==> config.mk <==
export PLATFORM = sky130hd
export DESIGN_NAME = busMux
export DESIGN_NICKNAME = d
export VERILOG_FILES = /design/src/rtl/cpuPkg.sv /design/src/rtl/busMux.sv
export VERILOG_INCLUDE_DIRS = /design/src /design/src/rtl
export SDC_FILE = /design/constraint.sdc
export NUM_CORES = 1
export LEC_CHECK = 0
export BUFFER_PORTS_ARGS = -buffer_cell sky130_fd_sc_hd__clkbuf_2
export CAP_MARGIN = 20
export CELL_PAD_IN_SITES_DETAIL_PLACEMENT = 1
export CELL_PAD_IN_SITES_GLOBAL_PLACEMENT = 1
export CORE_AREA = 2 2 142 144
export DETAILED_ROUTE_END_ITERATION = 8
export DIE_AREA = 0 0 144 146
export MAX_ROUTING_LAYER = met4
export PLACE_DENSITY = 0.63
export SETUP_SLACK_MARGIN = 0.4
export SLEW_MARGIN = 20
export SYNTH_ARGS = -nofsm -noshare
export SYNTH_HDL_FRONTEND = slang
export SYNTH_SLANG_ARGS = --single-unit
==> constraint.sdc <==
create_clock -name vclk -period 2.5
set_input_delay 0.375 -clock vclk [all_inputs]
set_output_delay 0.375 -clock vclk [all_outputs]
set_load 0.02 [all_outputs]
==> src/rtl/cpuSettings.svh <==
`ifndef CPU_SETTINGS_SVH
`define CPU_SETTINGS_SVH

// Datapath dimensions.
`define CPU_WORD_WIDTH 32
`define CPU_REG_COUNT 16
`define CPU_RAM_DEPTH 512

// Register fields of IR. The rb field doubles as C2.
`define CPU_RA_MSB 26
`define CPU_RA_LSB 23
`define CPU_RB_MSB 22
`define CPU_RB_LSB 19
`define CPU_RC_MSB 18
`define CPU_RC_LSB 15

// Constant field runs from this bit down to bit 0.
`define CPU_CONST_MSB 18

`endif

==> src/rtl/cpuPkg.sv <==
`default_nettype none
`include "cpuSettings.svh"

package cpuPkg;

	typedef logic [`CPU_WORD_WIDTH-1:0] cpuWord;
	typedef logic [$clog2(`CPU_REG_COUNT)-1:0] regIndex;
	typedef logic [$clog2(`CPU_RAM_DEPTH)-1:0] memAddr;
	typedef logic [1:0] condCode;

	// Branch conditions held in C2.
	localparam condCode condZero = 2'd0;
	localparam condCode condNonzero = 2'd1;
	localparam condCode condPositive = 2'd2;
	localparam condCode condNegative = 2'd3;

	typedef enum logic [4:0] {
		opAdd = 5'b00011,
		opSub = 5'b00100,
		opAnd = 5'b00101,
		opOr = 5'b00110,
		opShr = 5'b00111,
		opShra = 5'b01000,
		opShl = 5'b01001,
		opRor = 5'b01010,
		opRol = 5'b01011,
		opMul = 5'b01111,
		opDiv = 5'b10000,
		opNeg = 5'b10001,
		opNot = 5'b10010
	} aluOp;

endpackage

`default_nettype wire

==> src/rtl/busMux.sv <==
`timescale 1ns/1ps
`default_nettype none

module busMux (
	input wire logic hiOut,
	input wire logic loOut,
	input wire logic yOut,
	input wire logic zHighOut,
	input wire logic zLowOut,
	input wire logic pcOut,
	input wire logic mdrOut,
	input wire logic inPortOut,
	input wire logic cOut,
	input wire logic rOut,
	input wire logic baOut,
	input wire cpuPkg::cpuWord regOutValue,
	input wire cpuPkg::cpuWord pcValue,
	input wire cpuPkg::cpuWord constValue,
	input wire cpuPkg::cpuWord yValue,
	input wire cpuPkg::cpuWord zHighValue,
	input wire cpuPkg::cpuWord zLowValue,
	input wire cpuPkg::cpuWord hiValue,
	input wire cpuPkg::cpuWord loValue,
	input wire cpuPkg::cpuWord mdrValue,
	input wire cpuPkg::cpuWord inPortValue,
	output cpuPkg::cpuWord busData
);

	logic [3:0] srcSel;

	// Source index, zero when nothing drives the bus.
	always_comb begin
		srcSel = 4'd0;
		if (rOut || baOut) begin
			srcSel = 4'd1;
		end else if (pcOut) begin
			srcSel = 4'd2;
		end else if (cOut) begin
			srcSel = 4'd3;
		end else if (yOut) begin
			srcSel = 4'd4;
		end else if (zHighOut) begin
			srcSel = 4'd5;
		end else if (zLowOut) begin
			srcSel = 4'd6;
		end else if (hiOut) begin
			srcSel = 4'd7;
		end else if (loOut) begin
			srcSel = 4'd8;
		end else if (mdrOut) begin
			srcSel = 4'd9;
		end else if (inPortOut) begin
			srcSel = 4'd10;
		end
	end

	always_comb begin
		case (srcSel)
			4'd1: busData = regOutValue;
			4'd2: busData = pcValue;
			4'd3: busData = constValue;
			4'd4: busData = yValue;
			4'd5: busData = zHighValue;
			4'd6: busData = zLowValue;
			4'd7: busData = hiValue;
			4'd8: busData = loValue;
			4'd9: busData = mdrValue;
			4'd10: busData = inPortValue;
			default: busData = '0;
		endcase
	end

	always_comb begin
		strobeOneHot: assert final ($onehot0({hiOut, loOut, yOut, zHighOut, zLowOut, pcOut,
			mdrOut, inPortOut, cOut, rOut, baOut}))
			else $error("busMux: more than one block drives the bus");
	end

endmodule

`default_nettype wire

==> run metrics <==
flip-flop and latch area=0 um^2; CP top delay family=buffers and inverters; total grt overflow=0; Max transition margin=71.4%; Leakage=2.78 nW; post-synthesis simple-gate area fraction=20.4%; Sequential Power Share=0%; Sw Ratio=46.7%; largest net degree at the start of global routing=27; CP cell instances=clkbuf_2 -> buf_4 -> nor3_2 -> buf_4 -> o21ai_2 -> nand2_8 -> bufbuf_16 -> mux2i_2 -> o221ai_1 -> clkbuf_2; top cells by area, synth=mux2i_1 (20%), a221oi_1 (10%), a22oi_1 (8.0%); Worst path depth=10; Critical Path Max Stage Delay=0.28 ns; routed wire length=20.1 mm; commonest non-fill, non-tap cell in the layout=clkbuf_2; setup TNS=-0.0257 ns; drc violations=0; dpl cells=978; multiplexer area fraction after synthesis=31.1%; FP Rows=51; vias per cell=4.70; CP required=2.12 ns; Comb power frac=100.0%; share of the synthesized area in the top cell type=20.0%; Syn Area/Cell=7.63 um^2; core area=19300 um^2; Finished Layout Cells=992; wire length per cell=20.2 um; Startpoint Class=input pin; Antenna Violating Nets Remaining=0; clock network fraction of total power=0%; CP Max Fanout=6; Warnings, synthesis=0; Mapped Area=2550 um^2; Post-Synth Adder-Cell Area=0%; pre-CTS setup slack=-0.155 ns; GR Util All Layers=18.3%; vias in the first global route=5206; initial antenna violation count=0; Max-cap violations=0; Via Count=4661; Fillers=2399; Final #Nets=1059; Layout area overhead=130%; gpl congestion=0.834; WS Path Type=in2out; Final Max Tran Viols=0; total power=1.03 mW; Final WS setup=-0.0160 ns; run status=complete, but fails checks; Synth area leader=mux2i_1; first-pass GRT wire length=28.6 mm; Worst Max-Slew Pin Slew=0.429 ns; Synth Area in XOR/XNOR=0%; DP HPWL=17.1 mm; Compound-Gate Fraction of Synth Area=41.2%; power per standard cell area=175 nW/um^2; Die Y=146 um; minimum clock period after layout=2.52 ns; failing checks=setup timing; First-pass DRT Iterations=4; syn_nets=665; Hold Fails Final Rpt=0; Syn Inst Count=334; largest family of logic cells by synthesized area=compound AO/OA/AOI/OAI gates; largest vdd supply drop=58.0 uV; PortBufs=363; RSZ-0062 raised after global routing=yes; WP buf/inv=5; most frequent cells in the layout=clkbuf_2 (350), buf_4 (38), mux2i_1 (37); Iteration-0 DRC Markers=137; FF+latch count=0; slowest CP cell=bufbuf_16; initial cell density of the core=13.2%; switching pwr=0.479 mW; Critical Path End Type=primary output; final design utilization=30.3%; count of unique library cells instantiated by Yosys=43; Hold WC Path Type=in2out; Worst Path Arrival=2.14 ns; Internal Power=0.547 mW; final setup violation count=2; fin crit share=101%; WHS Path Cells=4; share of layout cells above drive strength 1=72.7%; Ports=363; CLK BUF=0; Die ar.=21000 um^2; Die Width=144 um; max frequency=0.397 GHz; post-synthesis sequential area ratio=0%
final cells by class:
cell class | count | area (um^2) | share of cell area (%)
Antenna cell | 1 | 2.50 | 0.0427
Tap cell | 265 | 332 | 5.65
Timing Repair Buffer | 425 | 2610 | 44.5
Inverter | 1 | 3.75 | 0.0640
Multi-Input combinational cell | 300 | 2920 | 49.8
cell families (layout without fill, tap and decap cells):
family                 after synthesis  in the layout
muxes                               76             76
and+or+nand+nor                    100            100
buffers and inverters               34            426
AOI/OAI and AO/OA                  124            124
other                                0              1
power groups by stage:
stage               sequential [mW]  combinational [mW]     clock, mW
finish                            0                1.03  0.0000000535
global route                      0                1.10             0
CTS                               0                1.02             0
detailed placement                0               0.942             0
global placement                  0               0.931             0
floorplan                         0               0.447             0
routing by layer:
metal	track usage, %	up-vias	wire length, um	share of wire (%)
met5	-	-	0	0
met4	3.48	0	405	2.0
met3	2.17	23	1330	6.6
met2	35.2	241	10800	54
met1	19.9	2208	7530	38
li1	-	2189	-	-
worst min-delay path: cells and delay by family:
kind / cells / cell delay (ns)
AOI/OAI and AO/OA: 2 / 0.12
buffers and inverters: 2 / 0.22
worst paths after layout:
kind    startpoint          end  slack (ns)
min   mdrValue[18]  busData[18]        1.10
max          pcOut  busData[22]       -0.02
per-stage QoR:
step	instance area (um^2)	hold WS, ns
after CTS	5820	1.10
final	5870	1.10
after global routing	5860	1.11
after detailed placement	5460	1.12
after floorplan	2900	0.924
after global placement	5460	1.12
cells in the mapped netlist (2+ instances only):
cell,count
a21boi_0,3
a221o_1,2
a221oi_1,29
a222oi_1,3
a22o_1,2
a22oi_1,27
and2_1,2
and3_1,4
buf_2,10
buf_4,5
buf_6,2
clkbuf_1,15
mux2_1,9
mux2_2,16
mux2i_1,51
nand2_1,45
nand3_1,20
nor2_1,10
nor2b_1,3
nor3_1,2
nor4_2,3
o2111ai_1,10
o211ai_1,22
o221ai_1,19
or2_2,2
timing repair:
| action | 4_1_cts | 5_1_grt |
|---|---|---|
| pin swaps | 5 | 0 |
| gates cloned | 2 | 0 |
| hold buffers | 0 | 0 |
| buffers inserted | 10 | 1 |
| setup endpoints to repair | 32 | 32 |
| gates resized for setup | 46 | 14 |
Power figures use the tool's default switching activity.
