## src/rtl/cpuSettings.svh

```systemverilog
`ifndef CPU_SETTINGS_SVH
`define CPU_SETTINGS_SVH

// Datapath dimensions.
`define CPU_WORD_WIDTH 32
`define CPU_REG_COUNT 16
`define CPU_RAM_DEPTH 512

// Register fields of IR. The rb field doubles as C2.
`define CPU_RA_MSB 26
`define CPU_RA_LSB 23
`define CPU_RB_MSB 22
`define CPU_RB_LSB 19
`define CPU_RC_MSB 18
`define CPU_RC_LSB 15

// Constant field runs from this bit down to bit 0.
`define CPU_CONST_MSB 18

`endif

```

## src/rtl/cpuPkg.sv

```systemverilog
`default_nettype none
`include "cpuSettings.svh"

package cpuPkg;

	typedef logic [`CPU_WORD_WIDTH-1:0] cpuWord;
	typedef logic [$clog2(`CPU_REG_COUNT)-1:0] regIndex;
	typedef logic [$clog2(`CPU_RAM_DEPTH)-1:0] memAddr;
	typedef logic [1:0] condCode;

	// Branch conditions held in C2.
	localparam condCode condZero = 2'd0;
	localparam condCode condNonzero = 2'd1;
	localparam condCode condPositive = 2'd2;
	localparam condCode condNegative = 2'd3;

	typedef enum logic [4:0] {
		opAdd = 5'b00011,
		opSub = 5'b00100,
		opAnd = 5'b00101,
		opOr = 5'b00110,
		opShr = 5'b00111,
		opShra = 5'b01000,
		opShl = 5'b01001,
		opRor = 5'b01010,
		opRol = 5'b01011,
		opMul = 5'b01111,
		opDiv = 5'b10000,
		opNeg = 5'b10001,
		opNot = 5'b10010
	} aluOp;

endpackage

`default_nettype wire

```

## src/rtl/branchCondition.sv

```systemverilog
`timescale 1ns/1ps
`default_nettype none
`include "cpuSettings.svh"

module branchCondition (
	input wire logic Clock,
	input wire logic rstN,
	input wire logic clear,
	input wire logic conIn,
	input wire cpuPkg::condCode condField,
	input wire cpuPkg::cpuWord busData,
	output logic conFlag
);
	import cpuPkg::*;

	logic signBit;
	logic isZero;
	logic condMet;

	assign signBit = busData[`CPU_WORD_WIDTH-1];
	assign isZero = (busData == '0);

	always_comb begin
		condMet = 1'b0;
		case (condField)
			condZero: condMet = isZero;
			condNonzero: condMet = !isZero;
			condPositive: condMet = !signBit && !isZero;
			condNegative: condMet = signBit;
		endcase
	end

	always_ff @(posedge Clock or negedge rstN) begin
		if (!rstN) begin
			conFlag <= 1'b0;
		end else if (clear) begin
			conFlag <= 1'b0;
		end else if (conIn) begin
			conFlag <= condMet;
		end
	end

endmodule

`default_nettype wire

```

## config.mk

```make
export PLATFORM = sky130hd
export DESIGN_NAME = branchCondition
export DESIGN_NICKNAME = d
export VERILOG_FILES = /design/src/rtl/cpuPkg.sv /design/src/rtl/branchCondition.sv
export VERILOG_INCLUDE_DIRS = /design/src /design/src/rtl
export SDC_FILE = /design/constraint.sdc
export NUM_CORES = 1
export LEC_CHECK = 0
export BUFFER_PORTS_ARGS = -buffer_cell sky130_fd_sc_hd__buf_4
export CORE_AREA = 2 2 39 41
export DETAILED_ROUTE_END_ITERATION = 16
export DIE_AREA = 0 0 41 43
export GPL_ROUTABILITY_DRIVEN = 0
export PLACE_DENSITY = 0.55
export SLEW_MARGIN = 10
export SYNTH_ARGS = -nofsm -noshare
export SYNTH_HDL_FRONTEND = slang
export SYNTH_SLANG_ARGS = --single-unit
```

## constraint.sdc

```tcl
create_clock -name Clock -period 2.05 [get_ports Clock]
set_input_delay 0.205 -clock Clock [delete_from_list [all_inputs] [get_ports Clock]]
set_output_delay 0.205 -clock Clock [all_outputs]
set_load 0.02 [all_outputs]
```

==> flow_metrics.py, run 1 <==
metrics = {
    "routing": {
        "vias": 318,
        "drt_iter0_markers": 0,
        "postRouteAntennaNets": 0,
        "firstDrtPassIters": 1,
        "drc": 0,
        "routed_wl_um": 739,
        "via_per_inst": 4.240,
        "wire_per_inst_um": 9.853,
    },
    "pwr": {
        "p_total_mw": 0.09509,
        "power_density_mw_per_mm2": 205.4,
        "leakage_nw": 0.2255,
        "vdd_ir_drop_max_v": 0.00007868,
    },
    "cells_and_area": {
        "seqCellArea_um2": 25.02,
        "top_register": "conFlag",
        "final_common_cell": "buf_4",
        "final_cell_mix": "buf_4, nor4_1, nor2_1, nand4_1",
        "post-route-util_pct": 33.45,
        "fin_area_um2": 462.9,
        "multi_input_comb_area_um2": 122.6,
        "final_nets": 99,
        "largest_reg_flops": 1,
        "reg_top3": "conFlag: 1 flops",
        "nFillCells": 159,
        "drive_gt1_share_pct": 67.80,
        "n_antenna_cell": 0,
        "areaGrowthSynthToFinish_pct": 213.6,
    },
    "timing": {
        "fin_worst_skew_ns": 0,
        "fmax_mhz": 755.5,
        "maxSlewViolCount": 0,
        "rsz0062_at_grt": "false",
        "setup_tns_ns": 0,
        "max_slew_margin_pct": 81.68,
        "setup_viol": 0,
        "hold_violations": 0,
        "worst_pin_slew_ns": 0.2723,
        "fin_crit_sh_pct": 64.57,
        "period_minus_slack_ns": 1.324,
    },
    "setup_path": {
        "crit_fanout": 1,
        "crit_family": "simple AND/OR/NAND/NOR gates",
        "critPathArrivalTime_ns": 1.20,
        "slowest_delay_ns": 0.34,
        "cpMaxStageDelayCell": "mux2_2",
        "crit_chain": "buf_4 -> nor4_1 -> nand4_1 -> nor2_1 -> mux2_2",
        "cp-end-kind": "flip-flop",
        "path_class": "in2reg",
        "worstSetupStartpointType": "input pin",
        "reg2reg_slack_ns": 1.09,
        "worstPathRequired_ns": 1.92,
        "critical_path_buf_inv_count": 1,
    },
    "floorplan": {
        "fp.coreArea_mm2": 0.001384,
        "io_pins": 39,
        "start_util_pct": 10.67,
        "die_h_um": 43,
        "dieArea_mm2": 0.001763,
        "die_w_um": 41,
        "rows": 14,
    },
    "global_route": {
        "grt_pass1_vias": 311,
        "grt_pass1_wl_mm": 1.145,
        "antenna_found_initial": 0,
        "grtUsageTotal_pct": 8.818,
        "grt_remaining_overflow": 0,
        "grt_max_degree": 4,
    },
    "synthesis": {
        "syn_nets": 58,
        "synth_cell_types": 11,
        "synth-seq-area-share_pct": 16.95,
        "synth_cells": 20,
        "synth-seq-cells": 1,
        "syn_area_um2": 147.6,
        "synth_warnings": 0,
        "syn_area_per_cell_um2": 7.382,
    },
    "clock_tree": {
        "postCtsSetupRepairBufs": 0,
        "cts_hold_buf": 1,
        "clk_pin_slew_ns": 0,
        "post_cts_resized": 0,
        "worstSkewPairLatency_ns": 0,
    },
    "hold_path": {
        "hold_path.class": "in2async",
    },
    "outcome": {
        "status": "completed",
    },
    "run": {
        "cap_violations": 0,
    },
    "placed_design": {
        "placed_cell_area_um2": 452.9,
        "port_buffers": 38,
    },
}
through the flow:
stage | cells | setup WS (ns) | hold slack (ns)
global route | 75 | 0.5588 | 0.5568
floorplan | 20 | 0.9264 | -0.09059
finish | 75 | 0.7264 | 0.5357
global placement | 74 | 0.6768 | -0.01875
CTS | 75 | 0.6862 | 0.5424
detailed placement | 74 | 0.6962 | -0.01825
report_power, final:
part	total (mW)	internal, mW	switching, mW
Sequential	0.0224	0.0216	0.000759
Clock	0	0	0
Combinational	0.0727	0.0542	0.0186
synthesized netlist by cell type:
library cell / n / share of area (%)
nand4_1: 2 / 8.5
o21bai_1: 1 / 5.1
mux2_2: 1 / 7.6
nor2_1: 2 / 5.1
a31oi_1: 1 / 4.2
xnor2_1: 1 / 5.9
and2b_2: 1 / 5.9
a21oi_1: 1 / 3.4
dfrtp_1: 1 / 17
o21ai_0: 1 / 3.4
nor4_1: 8 / 34
layout make-up:
class	instances	area share, %
multi-input combinational	19	26.49
sequential	1	5.405
tap	16	4.324
timing repair buffer	39	63.78
final timing paths:
| kind | cells past startpoint | from | endpoint |
|---|---|---|---|
| setup / recovery | 5 | busData[18] | conFlag |
| min in group Clock | 3 | conIn | conFlag |
| hold / removal | 2 | rstN | conFlag |
| setup reg to reg | 3 | conFlag | conFlag |
| hold reg to reg | 3 | conFlag | conFlag |
| max in group asynchronous | 2 | rstN | conFlag |
kinds of logic after synthesis:
family / synth area share [%]
AND/OR/NAND/NOR: 53.39
AO/OA/AOI/OAI: 16.10
XOR/XNOR: 5.933
multiplexers: 7.627
flip-flops: 16.95
metal layers:
| metal | vias to the layer above | part of all wire [%] | routed length [um] | global-route usage [%] |
|---|---|---|---|---|
| li1 | 164 | - | - | - |
| met1 | 131 | 34 | 249 | 11.18 |
| met2 | 23 | 50 | 369 | 15.94 |
| met3 | 0 | 16 | 120 | 1.047 |
| met4 | 0 | 0 | 0 | 0 |
| met5 | - | 0 | 0 | 0 |
No activity file was read; power rests on OpenSTA's default activity.
==> run 2, diff against run 1 <==
PLACE_DENSITY = 0.57   (was 0.55)
clock period = 1.1 ns   (was 2.05 ns; I/O delays follow)
==> run 2 against run 1 <==
Net effect: the run now ends with negative setup slack left; clock skew unchanged; final cell count up 1.3%; routed wire length up 17%; die area unchanged; cell area up 29%; critical path depth unchanged; sequential share of layout area down 1.2 points; flip-flop and latch count unchanged; global-route usage down 0.11 points; sequential power up 87%.
==> flow_metrics.py, run 2 (synthesized netlist as in run 1, its figures left out) <==
metrics = {
    "timing": {
        "setup_tns_ns": -0.09006,
        "setup_viol": 1,
        "max_slew_margin_pct": 86.48,
        "hold_violations": 0,
        "maxSlewViolCount": 0,
        "fmax_mhz": 840.3,
        "fin_crit_sh_pct": 108.2,
        "worst_pin_slew_ns": 0.2012,
        "final.setup.worst_slack_ns": -0.09006,
        "period_minus_slack_ns": 1.190,
        "fin_worst_skew_ns": 0,
        "rsz0062_at_grt": "true",
    },
    "global_route": {
        "grt_max_degree": 4,
        "grtUsageTotal_pct": 8.709,
        "grt_pass1_wl_mm": 1.104,
        "grt_pass1_vias": 288,
        "antenna_found_initial": 0,
        "grt_remaining_overflow": 0,
        "busiest_layer": "met2",
        "use_met1_pct": 9.236,
        "met3_usage_pct": 1.571,
        "grtUsageMet2_pct": 17.19,
    },
    "routing": {
        "wire_per_inst_um": 11.42,
        "drc": 0,
        "vias": 323,
        "routed_wl_um": 868,
        "firstDrtPassIters": 3,
        "drt_iter0_markers": 2,
        "via_per_inst": 4.250,
        "postRouteAntennaNets": 0,
    },
    "setup_path": {
        "crit_chain": "buf_4 -> nor4_2 -> nand4_1 -> nor2_2 -> mux2_4",
        "r2r_end": "conFlag",
        "r2r_start": "conFlag",
        "worstSetupStartpointType": "input pin",
        "critPathArrivalTime_ns": 1.06,
        "worstRegToRegCells": 3,
        "cpMaxStageDelayCell": "mux2_4",
        "slowest_delay_ns": 0.30,
        "crit_family": "simple AND/OR/NAND/NOR gates",
        "worstPathRequired_ns": 0.97,
        "cp-end-kind": "flip-flop",
        "critical_path_buf_inv_count": 1,
        "crit_path_end": "conFlag",
        "path_class": "in2reg",
        "critPathLaunch": "busData[8]",
        "crit_fanout": 1,
        "worst-path-stages": 5,
        "reg2reg_slack_ns": 0.13,
    },
    "pwr": {
        "power_density_mw_per_mm2": 374.7,
        "vdd_ir_drop_max_v": 0.0001416,
        "p_int_mw": 0.1654,
        "seqPwrFrac_pct": 18.7,
        "power_frac_comb_pct": 81.3,
        "p_sw_mw": 0.05914,
        "swShare_pct": 26.33,
        "p_total_mw": 0.2246,
        "p_clk_share_pct": 0,
        "leakage_nw": 0.2548,
    },
    "clock_tree": {
        "worstSkewPairLatency_ns": 0,
        "postCtsSetupRepairBufs": 0,
        "clk_pin_slew_ns": 0,
    },
    "cells_and_area": {
        "multi_input_comb_area_um2": 214.0,
        "final_cells": 76,
        "final_nets": 100,
        "final_common_cell": "buf_4",
        "nFillCells": 143,
        "final_cell_mix": "buf_4, buf_6, nor4_4, nor4_2, nand4_1",
        "seqCellArea_um2": 25.02,
        "n_antenna_cell": 0,
        "areaGrowthSynthToFinish_pct": 305.9,
        "top_register": "conFlag",
        "largest_reg_flops": 1,
        "drive_gt1_share_pct": 83.33,
        "reg_top3": "conFlag: 1 flops",
        "post-route-util_pct": 43.31,
    },
    "outcome": {
        "violations": "negative setup slack",
        "status": "complete, but fails checks",
    },
    "floorplan": {
        "rows": 14,
        "die_h_um": 43,
        "die_w_um": 41,
        "dieArea_mm2": 0.001763,
        "start_util_pct": 10.67,
        "fp.coreArea_mm2": 0.001384,
        "io_pins": 39,
    },
    "placed_design": {
        "port_buffers": 38,
        "dp_cells": 75,
        "pre_cts_slack_ns": -0.1608,
    },
    "hold_path": {
        "hold_path.class": "in2async",
    },
    "run": {
        "cap_violations": 0,
    },
}
==> run 2: cell types whose count changed in the layout (fill, tap and decap cells not counted) <==
cell	previous run	this run
mux2_2	1	0
nor4_1	8	0
nor4_2	0	4
nor4_4	0	4
mux2_4	0	1
nor2_2	0	1
nor2_1	2	1
buf_4	38	29
buf_6	0	10
==> run 2: power groups by stage <==
stage	Sequential, mW	Clock [mW]	Combinational [mW]
floorplan	0.0452	0	0.0201
global placement	0.0420	0	0.135
detailed placement	0.0419	0	0.136
CTS	0.0420	0	0.159
global route	0.0426	0	0.194
finish	0.0419	0	0.183
==> run 2: per-layer routing <==
layer	share of wire (%)	vias up
met2	58	18
met3	11	0
met1	30	139
li1	-	166
met4	0	0
met5	0	-
==> run 2: metrics by stage <==
stage / hold slack (ns) / cell area [um2]
floorplan: -0.1856 / 147.6
global placement: -0.1103 / 460.4
detailed placement: -0.1095 / 460.4
CTS: 0.4339 / 531.8
global route: 0.4531 / 599.3
finish: 0.4346 / 599.3
==> run 2: what timing repair did <==
item	CTS	global route
setup endpoints to repair	1	1
hold endpoints to repair	1	0
hold buffers	1	0
resized for setup	12	12
pin swaps	5	6
==> run 2: worst min path at each step <==
stage | cells past startpoint | slack (ns) | end | start
after detailed placement | 1 | -0.11 | conFlag | rstN
final | 2 | 0.43 | conFlag | rstN
after floorplan | 0 | -0.19 | conFlag | rstN
after global routing | 2 | 0.45 | conFlag | rstN
after global placement | 1 | -0.11 | conFlag | rstN
after CTS | 2 | 0.43 | conFlag | rstN
==> run 2: area by class of cell <==
type                    instances  share of cell area (%)
flip-flops and latches          1                   4.175
multi-input cells              19                   35.70
well taps                      16                   3.340
repair buffers                 40                   56.78
