`src/rtl/cpuSettings.svh`:
```
`ifndef CPU_SETTINGS_SVH
`define CPU_SETTINGS_SVH

// Datapath dimensions.
`define CPU_WORD_WIDTH 32
`define CPU_REG_COUNT 16
`define CPU_RAM_DEPTH 512

// Register fields of IR. The rb field doubles as C2.
`define CPU_RA_MSB 26
`define CPU_RA_LSB 23
`define CPU_RB_MSB 22
`define CPU_RB_LSB 19
`define CPU_RC_MSB 18
`define CPU_RC_LSB 15

// Constant field runs from this bit down to bit 0.
`define CPU_CONST_MSB 18

`endif

```
`src/rtl/cpuPkg.sv`:
```
`default_nettype none
`include "cpuSettings.svh"

package cpuPkg;

	typedef logic [`CPU_WORD_WIDTH-1:0] cpuWord;
	typedef logic [$clog2(`CPU_REG_COUNT)-1:0] regIndex;
	typedef logic [$clog2(`CPU_RAM_DEPTH)-1:0] memAddr;
	typedef logic [1:0] condCode;

	// Branch conditions held in C2.
	localparam condCode condZero = 2'd0;
	localparam condCode condNonzero = 2'd1;
	localparam condCode condPositive = 2'd2;
	localparam condCode condNegative = 2'd3;

	typedef enum logic [4:0] {
		opAdd = 5'b00011,
		opSub = 5'b00100,
		opAnd = 5'b00101,
		opOr = 5'b00110,
		opShr = 5'b00111,
		opShra = 5'b01000,
		opShl = 5'b01001,
		opRor = 5'b01010,
		opRol = 5'b01011,
		opMul = 5'b01111,
		opDiv = 5'b10000,
		opNeg = 5'b10001,
		opNot = 5'b10010
	} aluOp;

endpackage

`default_nettype wire

```
`src/rtl/instructionUnit.sv`:
```
`timescale 1ns/1ps
`default_nettype none
`include "cpuSettings.svh"

module instructionUnit (
	input wire logic Clock,
	input wire logic rstN,
	input wire logic clear,
	input wire logic pcIn,
	input wire logic irIn,
	input wire logic incPc,
	input wire cpuPkg::cpuWord busData,
	output cpuPkg::cpuWord pcValue,
	output cpuPkg::cpuWord constValue,
	output cpuPkg::regIndex raField,
	output cpuPkg::regIndex rbField,
	output cpuPkg::regIndex rcField,
	output cpuPkg::condCode condField
);
	import cpuPkg::*;

	cpuWord ir;

	always_ff @(posedge Clock or negedge rstN) begin
		if (!rstN) begin
			pcValue <= '0;
			ir <= '0;
		end else if (clear) begin
			pcValue <= '0;
			ir <= '0;
		end else begin
			if (pcIn) begin
				pcValue <= incPc ? pcValue + 1'b1 : busData;
			end
			if (irIn) begin
				ir <= busData;
			end
		end
	end

	assign raField = ir[`CPU_RA_MSB:`CPU_RA_LSB];
	assign rbField = ir[`CPU_RB_MSB:`CPU_RB_LSB];
	assign rcField = ir[`CPU_RC_MSB:`CPU_RC_LSB];
	// C2 sits in the low two bits of the rb field.
	assign condField = ir[`CPU_RB_LSB+1:`CPU_RB_LSB];

	assign constValue = {{(`CPU_WORD_WIDTH - `CPU_CONST_MSB - 1){ir[`CPU_CONST_MSB]}},
		ir[`CPU_CONST_MSB:0]};

endmodule

`default_nettype wire

```
`config.mk`:
```
export PLATFORM = sky130hd
export DESIGN_NAME = instructionUnit
export DESIGN_NICKNAME = d
export VERILOG_FILES = /design/src/rtl/cpuPkg.sv /design/src/rtl/instructionUnit.sv
export VERILOG_INCLUDE_DIRS = /design/src /design/src/rtl
export SDC_FILE = /design/constraint.sdc
export NUM_CORES = 1
export LEC_CHECK = 0
export CORE_UTILIZATION = 58
export CTS_CLUSTER_DIAMETER = 40
export DETAILED_ROUTE_END_ITERATION = 10
export DONT_BUFFER_PORTS = 1
export GPL_ROUTABILITY_DRIVEN = 0
export HOLD_SLACK_MARGIN = 0.03
export PLACE_DENSITY = 0.76
export SLEW_MARGIN = 20
export SYNTH_ARGS = -nofsm -noshare
export SYNTH_HDL_FRONTEND = slang
export SYNTH_SLANG_ARGS = --single-unit
```
`constraint.sdc`:
```
create_clock -name Clock -period 2 [get_ports Clock]
set_input_delay 0.1 -clock Clock [delete_from_list [all_inputs] [get_ports Clock]]
set_output_delay 0.1 -clock Clock [all_outputs]
set_load 0.005 [all_outputs]
```
==> key figures, run 1 <==
Logic synthesis
  • Register bit total from synthesis: 59
  • Seq/Total Area, Yosys: 41.4%
  • Mapped Cells: 392
  • Number of synthesized flops with an enable pin: 0
  • Post-Syn Area: 3570 um2
  • Syn Nets: 431
  • Ys Warns: 0
  • Leading area contributor after synthesis: dfrtp_1
  • Library cells used by synthesis: 55
  • Syn_area_per_cell: 9.10 um2
  • Top post-synthesis cells by area: dfrtp_1 41%, mux2i_1 8.1%, nor2_1 5.2%, buf_4 4.0%, nand2_1 3.2%
  • Ys flop type: dfrtp_1
  • Share of Yosys cell area claimed by the top area cell type: 41.4%
  • Most common cell in the netlist: dfrtp_1
  • Async S/R FF share, synth: 100%
  • Post-synth top cells: 59 x dfrtp_1, 49 x nor2_1, 30 x nand2_1

GRT
  • Initial antenna violation count: 0
  • Total congestion overflow: 0
  • Largest net degree at the start of global routing: 60
  • Vias in the first global route: 3278
  • First-pass GRT wire length: 16.0 mm
  • Global router's overall resource usage: 33.0%

Timing
  • Final hold vios: 0
  • Clock skew: 8.52 ps
  • Tmin final: 1890 ps
  • F_max: 528 MHz
  • Final Max Slew Viols: 0
  • Worst rel slew slack: 43.6%
  • Slew @ Worst Pin: 843 ps
  • Tcrit/Tclk final: 94.7%
  • Final setup margin: 106 ps
  • Worst hold margin: 34.7 ps
  • Final setup viols: 0

Cells and area
  • Layout fillers: 422
  • Ant. Diodes: 0
  • Share of cells above drive strength 1: 15.8%
  • Layout area overhead: 21.2%
  • Fin nets: 464

Clock network
  • Worst-skew pair later-pin latency: 340 ps
  • Setup Buffers After CTS: 0
  • Max clock buf depth: 2
  • Total clock sinks: 59
  • CTS tree: built
  • TritonCTS Buffers: 9
  • Clock Pin Slew Worst Setup and Hold Paths: 70 ps
  • H-tree Lvls: 3
  • CTS root buf: clkbuf_8

Route
  • Post-route DRC: 0
  • Pre-antenna DRT Iters: 5
  • DR WL/cell: 19.9 um
  • Via count: 3360
  • Detailed Route WL: 10.1 mm
  • Via density: 6.65
  • Detailed router's first-iteration violation count: 351
  • Post-DRT Antenna Nets: 0

Power
  • Power after layout: 3190 uW
  • PwrDens: 737 nW/um2
  • Leakage: 0.00190 uW
  • Peak VDD IR: 543 uV

Status
  • Outcome: completed

Worst setup path
  • CP startpoint: pcValue[14]$_DFFE_PN0P_
  • CP startpoint kind: register
  • Crit path capture type: register
  • Crit Path Category: reg -> reg
  • Crit path max fanout: 5
  • Critical path required time: 2260 ps
  • Reg-to-reg startpoint: pcValue[14]$_DFFE_PN0P_
  • Worst Path Arrival: 2150 ps

Floorplan
  • Core Area: 5920 um2
  • Chip height: 80.4 um
  • Initial Util: 60.2%
  • Num rows: 28
  • Die Footprint: 6470 um2
  • Die W: 80.4 um
  • Io pins: 116

Run
  • Max-cap viol count: 0

Hold path
  • Hold Path Origin: busData[9]
  • Worst hold path class: in -> reg

Placed design
  • Pre-CTS WS: 89.2 ps
  • Port-buffer cells: 0
  • Dpl hpwl: 5.97 mm
==> worst max-delay path, cell delays in order, from the launching register on <==
cell	delay [ps]
dfrtp_1	470
nand4_4	130
nor4_4	350
buf_4	200
nand4_1	130
or3_1	330
a31oi_1	210
==> timing repair <==
action | 4_1_cts | 5_1_grt
setup endpoints to repair | 0 | 8
resized for setup | 0 | 4
hold endpoints to repair | 118 | 0
hold buffers | 38 | 0
==> cells by family (layout without fill, tap and decap cells) <==
group	after synthesis	in the layout	synth area share, %
AND/OR/NAND/NOR	156	156	24.2
buffers and inverters	55	93	8.14
multiplexers	29	29	8.14
AO/OA/AOI/OAI	92	92	17.8
flip-flops	59	59	41.4
adder cells (fa/ha/maj)	1	1	0.351
==> where the power goes <==
group          internal [uW]  switching (uW)  total, uW
clock network            928             508       1440
registers               1260            78.6       1340
logic                    187             224        412
total                   2380             810       3190
==> cells in the final DEF, fill, tap and decap left out, types with 5 or more instances in the layout <==
cell	n
nand4_1	6
dlygate4sd3_1	34
a21oi_1	21
nor2_1	49
nor2b_1	6
dfrtp_1	57
a22oi_1	9
and4_1	6
nand3_1	21
clkbuf_8	12
nor4_1	5
nor3_1	8
o21ai_0	18
inv_1	7
a211oi_1	7
a31oi_1	7
nand2_1	30
buf_4	30
o32ai_1	5
mux2i_1	29
==> layer usage <==
metal	wire length [um]	GRT usage, %
met2	4840	52.7
met1	3970	40.9
met4	263	13.0
met3	996	11.0
met5	0	0
==> worst paths after layout <==
path | slack (ps) | cells past startpoint | end
max | 110 | 6 | pcValue[25]$_DFFE_PN0P_
min | 30 | 2 | pcValue[9]$_DFFE_PN0P_
max reg2reg | 110 | 6 | pcValue[25]$_DFFE_PN0P_
min reg2reg | 550 | 2 | ir[0]$_DFFE_PN0P_
max in group asynchronous | 1440 | 2 | pcValue[1]$_DFFE_PN0P_
min in group asynchronous | 280 | 2 | ir[18]$_DFFE_PN0P_
==> area by class of cell <==
type | instances | area (um2) | share of cell area [%]
repair buffers | 68 | 646 | 14.9
clock inverters | 4 | 95.1 | 2.20
inverters | 9 | 33.8 | 0.781
clock buffers | 12 | 165 | 3.82
multi-input cells | 278 | 1810 | 41.9
well taps | 75 | 93.8 | 2.17
flip-flops and latches | 59 | 1480 | 34.2
==> state kept, by name, summed over array words and instances (netlist names) <==
name     flops
ir          27
pcValue     32
==> stage by stage <==
step	TNS [ps]	std cells	area, um2	util [%]
after floorplan	0	392	3570	-
after global placement	0	451	3630	61.3
after detailed placement	0	451	3630	61.3
after CTS	0	505	4320	72.9
final	0	505	4320	73.0
after global routing	-8.84	505	4320	73.0
Power figures use the tool's default switching activity.
==> run 2: changes to the inputs <==
- CORE_UTILIZATION: 58 -> 30
- PLACE_DENSITY: 0.76 -> default
==> key figures, run 2 (same netlist as run 1, synthesis figures left out) <==
Status
  • Outcome: finished, violations left
  • Failing checks: DRC

Clock network
  • CTS tree: built
  • Clock Pin Slew Worst Setup and Hold Paths: 50 ps (-20 ps)
  • CTS root buf: clkbuf_16
  • TritonCTS Buffers: 9 (unchanged)
  • Max clock buf depth: 2 (unchanged)
  • Total clock sinks: 59 (unchanged)
  • Worst-skew pair later-pin latency: 340 ps (about the same)
  • H-tree Lvls: 3 (unchanged)

GRT
  • First-pass GRT wire length: 18.1 mm (+13%)
  • Largest net degree at the start of global routing: 60 (unchanged)
  • Global router's overall resource usage: 19.3% (-14 points)
  • Initial antenna violation count: 0 (unchanged)
  • Total congestion overflow: 0 (unchanged)
  • Vias in the first global route: 3268 (-0.31%)

Cells and area
  • Top flop regs: pcValue x32, ir x27
  • Area of the multi-input gates: 1820 um2 (+0.41%)
  • Ant. Diodes: 0 (unchanged)
  • Post-route cell area: 4530 um2 (+4.7%)
  • Layout fillers: 1149 (+170%)
  • Final Util: 39.3% (-34 points)
  • Commonest non-fill, non-tap cell in the layout: dfrtp_1
  • Most frequent cells in the layout: 58 x dfrtp_1, 49 x nor2_1, 44 x dlygate4sd3_1, 34 x buf_4, 30 x nand2_1
  • Number of flip-flops under the largest register name: 32 (unchanged)
  • Layout area overhead: 26.9%
  • Register with the most flip-flops: pcValue
  • Share of cells above drive strength 1: 14.9% (-0.88 points)
  • Fin nets: 478 (+3.0%)
  • FF+latch area: 1480 um2 (about the same)

Route
  • Via count: 3294 (-2.0%)
  • Post-DRT Antenna Nets: 0 (unchanged)
  • Post-route DRC: 8 (+8)
  • DR WL/cell: 19.4 um (-2.5%)
  • Via density: 5.63 (-15%)
  • Detailed router's first-iteration violation count: 279 (-21%)
  • Detailed Route WL: 11.4 mm (+13%)
  • Pre-antenna DRT Iters: 7 (+2)

Placed design
  • DP Area: 3730 um2 (+2.8%)
  • Dpl hpwl: 7.21 mm (+21%)
  • Port-buffer cells: 0 (unchanged)

Worst setup path
  • Worst Path Arrival: 2130 ps (-20 ps)
  • Reg-to-reg startpoint: pcValue[7]$_DFFE_PN0P_
  • CP startpoint kind: register
  • R2r endpoint: pcValue[31]$_DFFE_PN0P_
  • Reg2reg setup slack: 70 ps (-30 ps)
  • FF-to-FF path depth: 7 (+1)
  • Crit path capture type: register
  • Crit path max fanout: 4 (-1)
  • Critical path required time: 2200 ps (-60 ps)
  • Crit Path Category: reg -> reg

Power
  • Sw Share: 26.4% (+0.98 points)
  • Comb power frac: 13.8% (+0.9 points)
  • P_int: 2290 uW (-3.5%)
  • Sequential Power Share: 43.2% (+1.2 points)
  • Net Sw Power: 823 uW (+1.5%)
  • PwrDens: 688 nW/um2 (-6.7%)
  • Share of power burned in the clock network: 43.0% (-2.1 points)
  • Leakage: 0.00195 uW (+2.4%)
  • Power after layout: 3120 uW (-2.2%)
  • Peak VDD IR: 334 uV (-38%)

Hold path
  • Worst Hold Depth: 2 (unchanged)
  • Hold Path Origin: busData[9]
  • Worst hold path class: in -> reg
  • Worst Hold Path EP: pcValue[9]$_DFFE_PN0P_

Floorplan
  • Core Area: 11500 um2 (+95%)
  • Initial Util: 31.0% (-29 points)
  • Num rows: 39 (+39%)
  • Die Footprint: 12300 um2 (+91%)
  • Die W: 111 um (+38%)
  • Io pins: 116 (unchanged)
  • Chip height: 111 um (+38%)

Timing
  • Final hold vios: 0 (unchanged)
  • Worst hold margin: 41.4 ps (+6.70 ps)
  • Tmin final: 1930 ps (+33.0 ps)
  • Clock skew: 5.46 ps (-3.06 ps)
  • Tcrit/Tclk final: 96.4% (+1.6 points)
  • Worst rel slew slack: 54.1% (+10 points)
  • Final setup viols: 0 (unchanged)
  • Slew @ Worst Pin: 689 ps (-154 ps)
  • F_max: 519 MHz (-1.7%)
  • RSZ-0062 raised after global routing: yes
  • Setup TNS: 0 ps (unchanged)
  • Final Max Slew Viols: 0 (unchanged)

Run
  • Max-cap viol count: 0 (unchanged)
-- run 2: metrics by stage --
stage / worst slack [ps] / instances
6_report: 72.9 / 585
5_1_grt: -37.2 / 585
4_1_cts: 41.8 / 583
3_5_place_dp: 109 / 521
3_3_place_gp: 158 / 521
2_1_floorplan: 115 / 392
-- run 2: power by group through the flow --
| stage | Clock, uW | Sequential (uW) | Combinational (uW) |
|---|---|---|---|
| after floorplan | 0 | 1350 | 249 |
| after global placement | 0 | 1360 | 255 |
| after detailed placement | 0 | 1360 | 261 |
| final | 1340 | 1340 | 431 |
| after global routing | 1440 | 1350 | 476 |
| after CTS | 1390 | 1340 | 433 |
-- run 2: worst max-delay path by stage --
stage                            from  cells after the start  slack (ps)                       to
6_report       pcValue[7]$_DFFE_PN0P_                      7          70  pcValue[31]$_DFFE_PN0P_
5_1_grt        pcValue[7]$_DFFE_PN0P_                      7         -40  pcValue[31]$_DFFE_PN0P_
4_1_cts        pcValue[0]$_DFFE_PN0P_                      6          40  pcValue[14]$_DFFE_PN0P_
3_5_place_dp   pcValue[0]$_DFFE_PN0P_                      6         110  pcValue[14]$_DFFE_PN0P_
3_3_place_gp   pcValue[0]$_DFFE_PN0P_                      6         160  pcValue[22]$_DFFE_PN0P_
2_1_floorplan  pcValue[0]$_DFFE_PN0P_                      6         120  pcValue[30]$_DFFE_PN0P_
-- run 2: worst max-delay path: stages, from the launching register on --
cell and delay (ps):
dfrtp_1 400, nand4_1 150, buf_4 170, nor4_4 170, nand3_1 140, nand3_1 100
dlygate4sd3_1 560, a41oi_2 90
-- run 2: repair_timing --
action,in CTS,in global routing
endpoints found under the hold margin,118,0
buffers inserted,0,2
endpoints found under the setup margin,0,7
hold buffers,48,0
resized for setup,0,5
-- run 2: layer usage --
layer / track usage, % / up-vias / share of wire (%)
met5: 0 / - / 0
met4: 9.82 / 0 / 2.8
met3: 5.36 / 24 / 7.3
met2: 29.8 / 136 / 46
met1: 24.6 / 1619 / 44
li1: - / 1515 / -
-- run 2: area by class of cell --
type	instances	share of cell area (%)
Inverter	9	0.746
Timing Repair Buffer	82	17.1
Multi-Input combinational cell	278	40.1
Tap cell	143	3.95
Sequential cell	59	32.6
Clock buffer	14	5.39
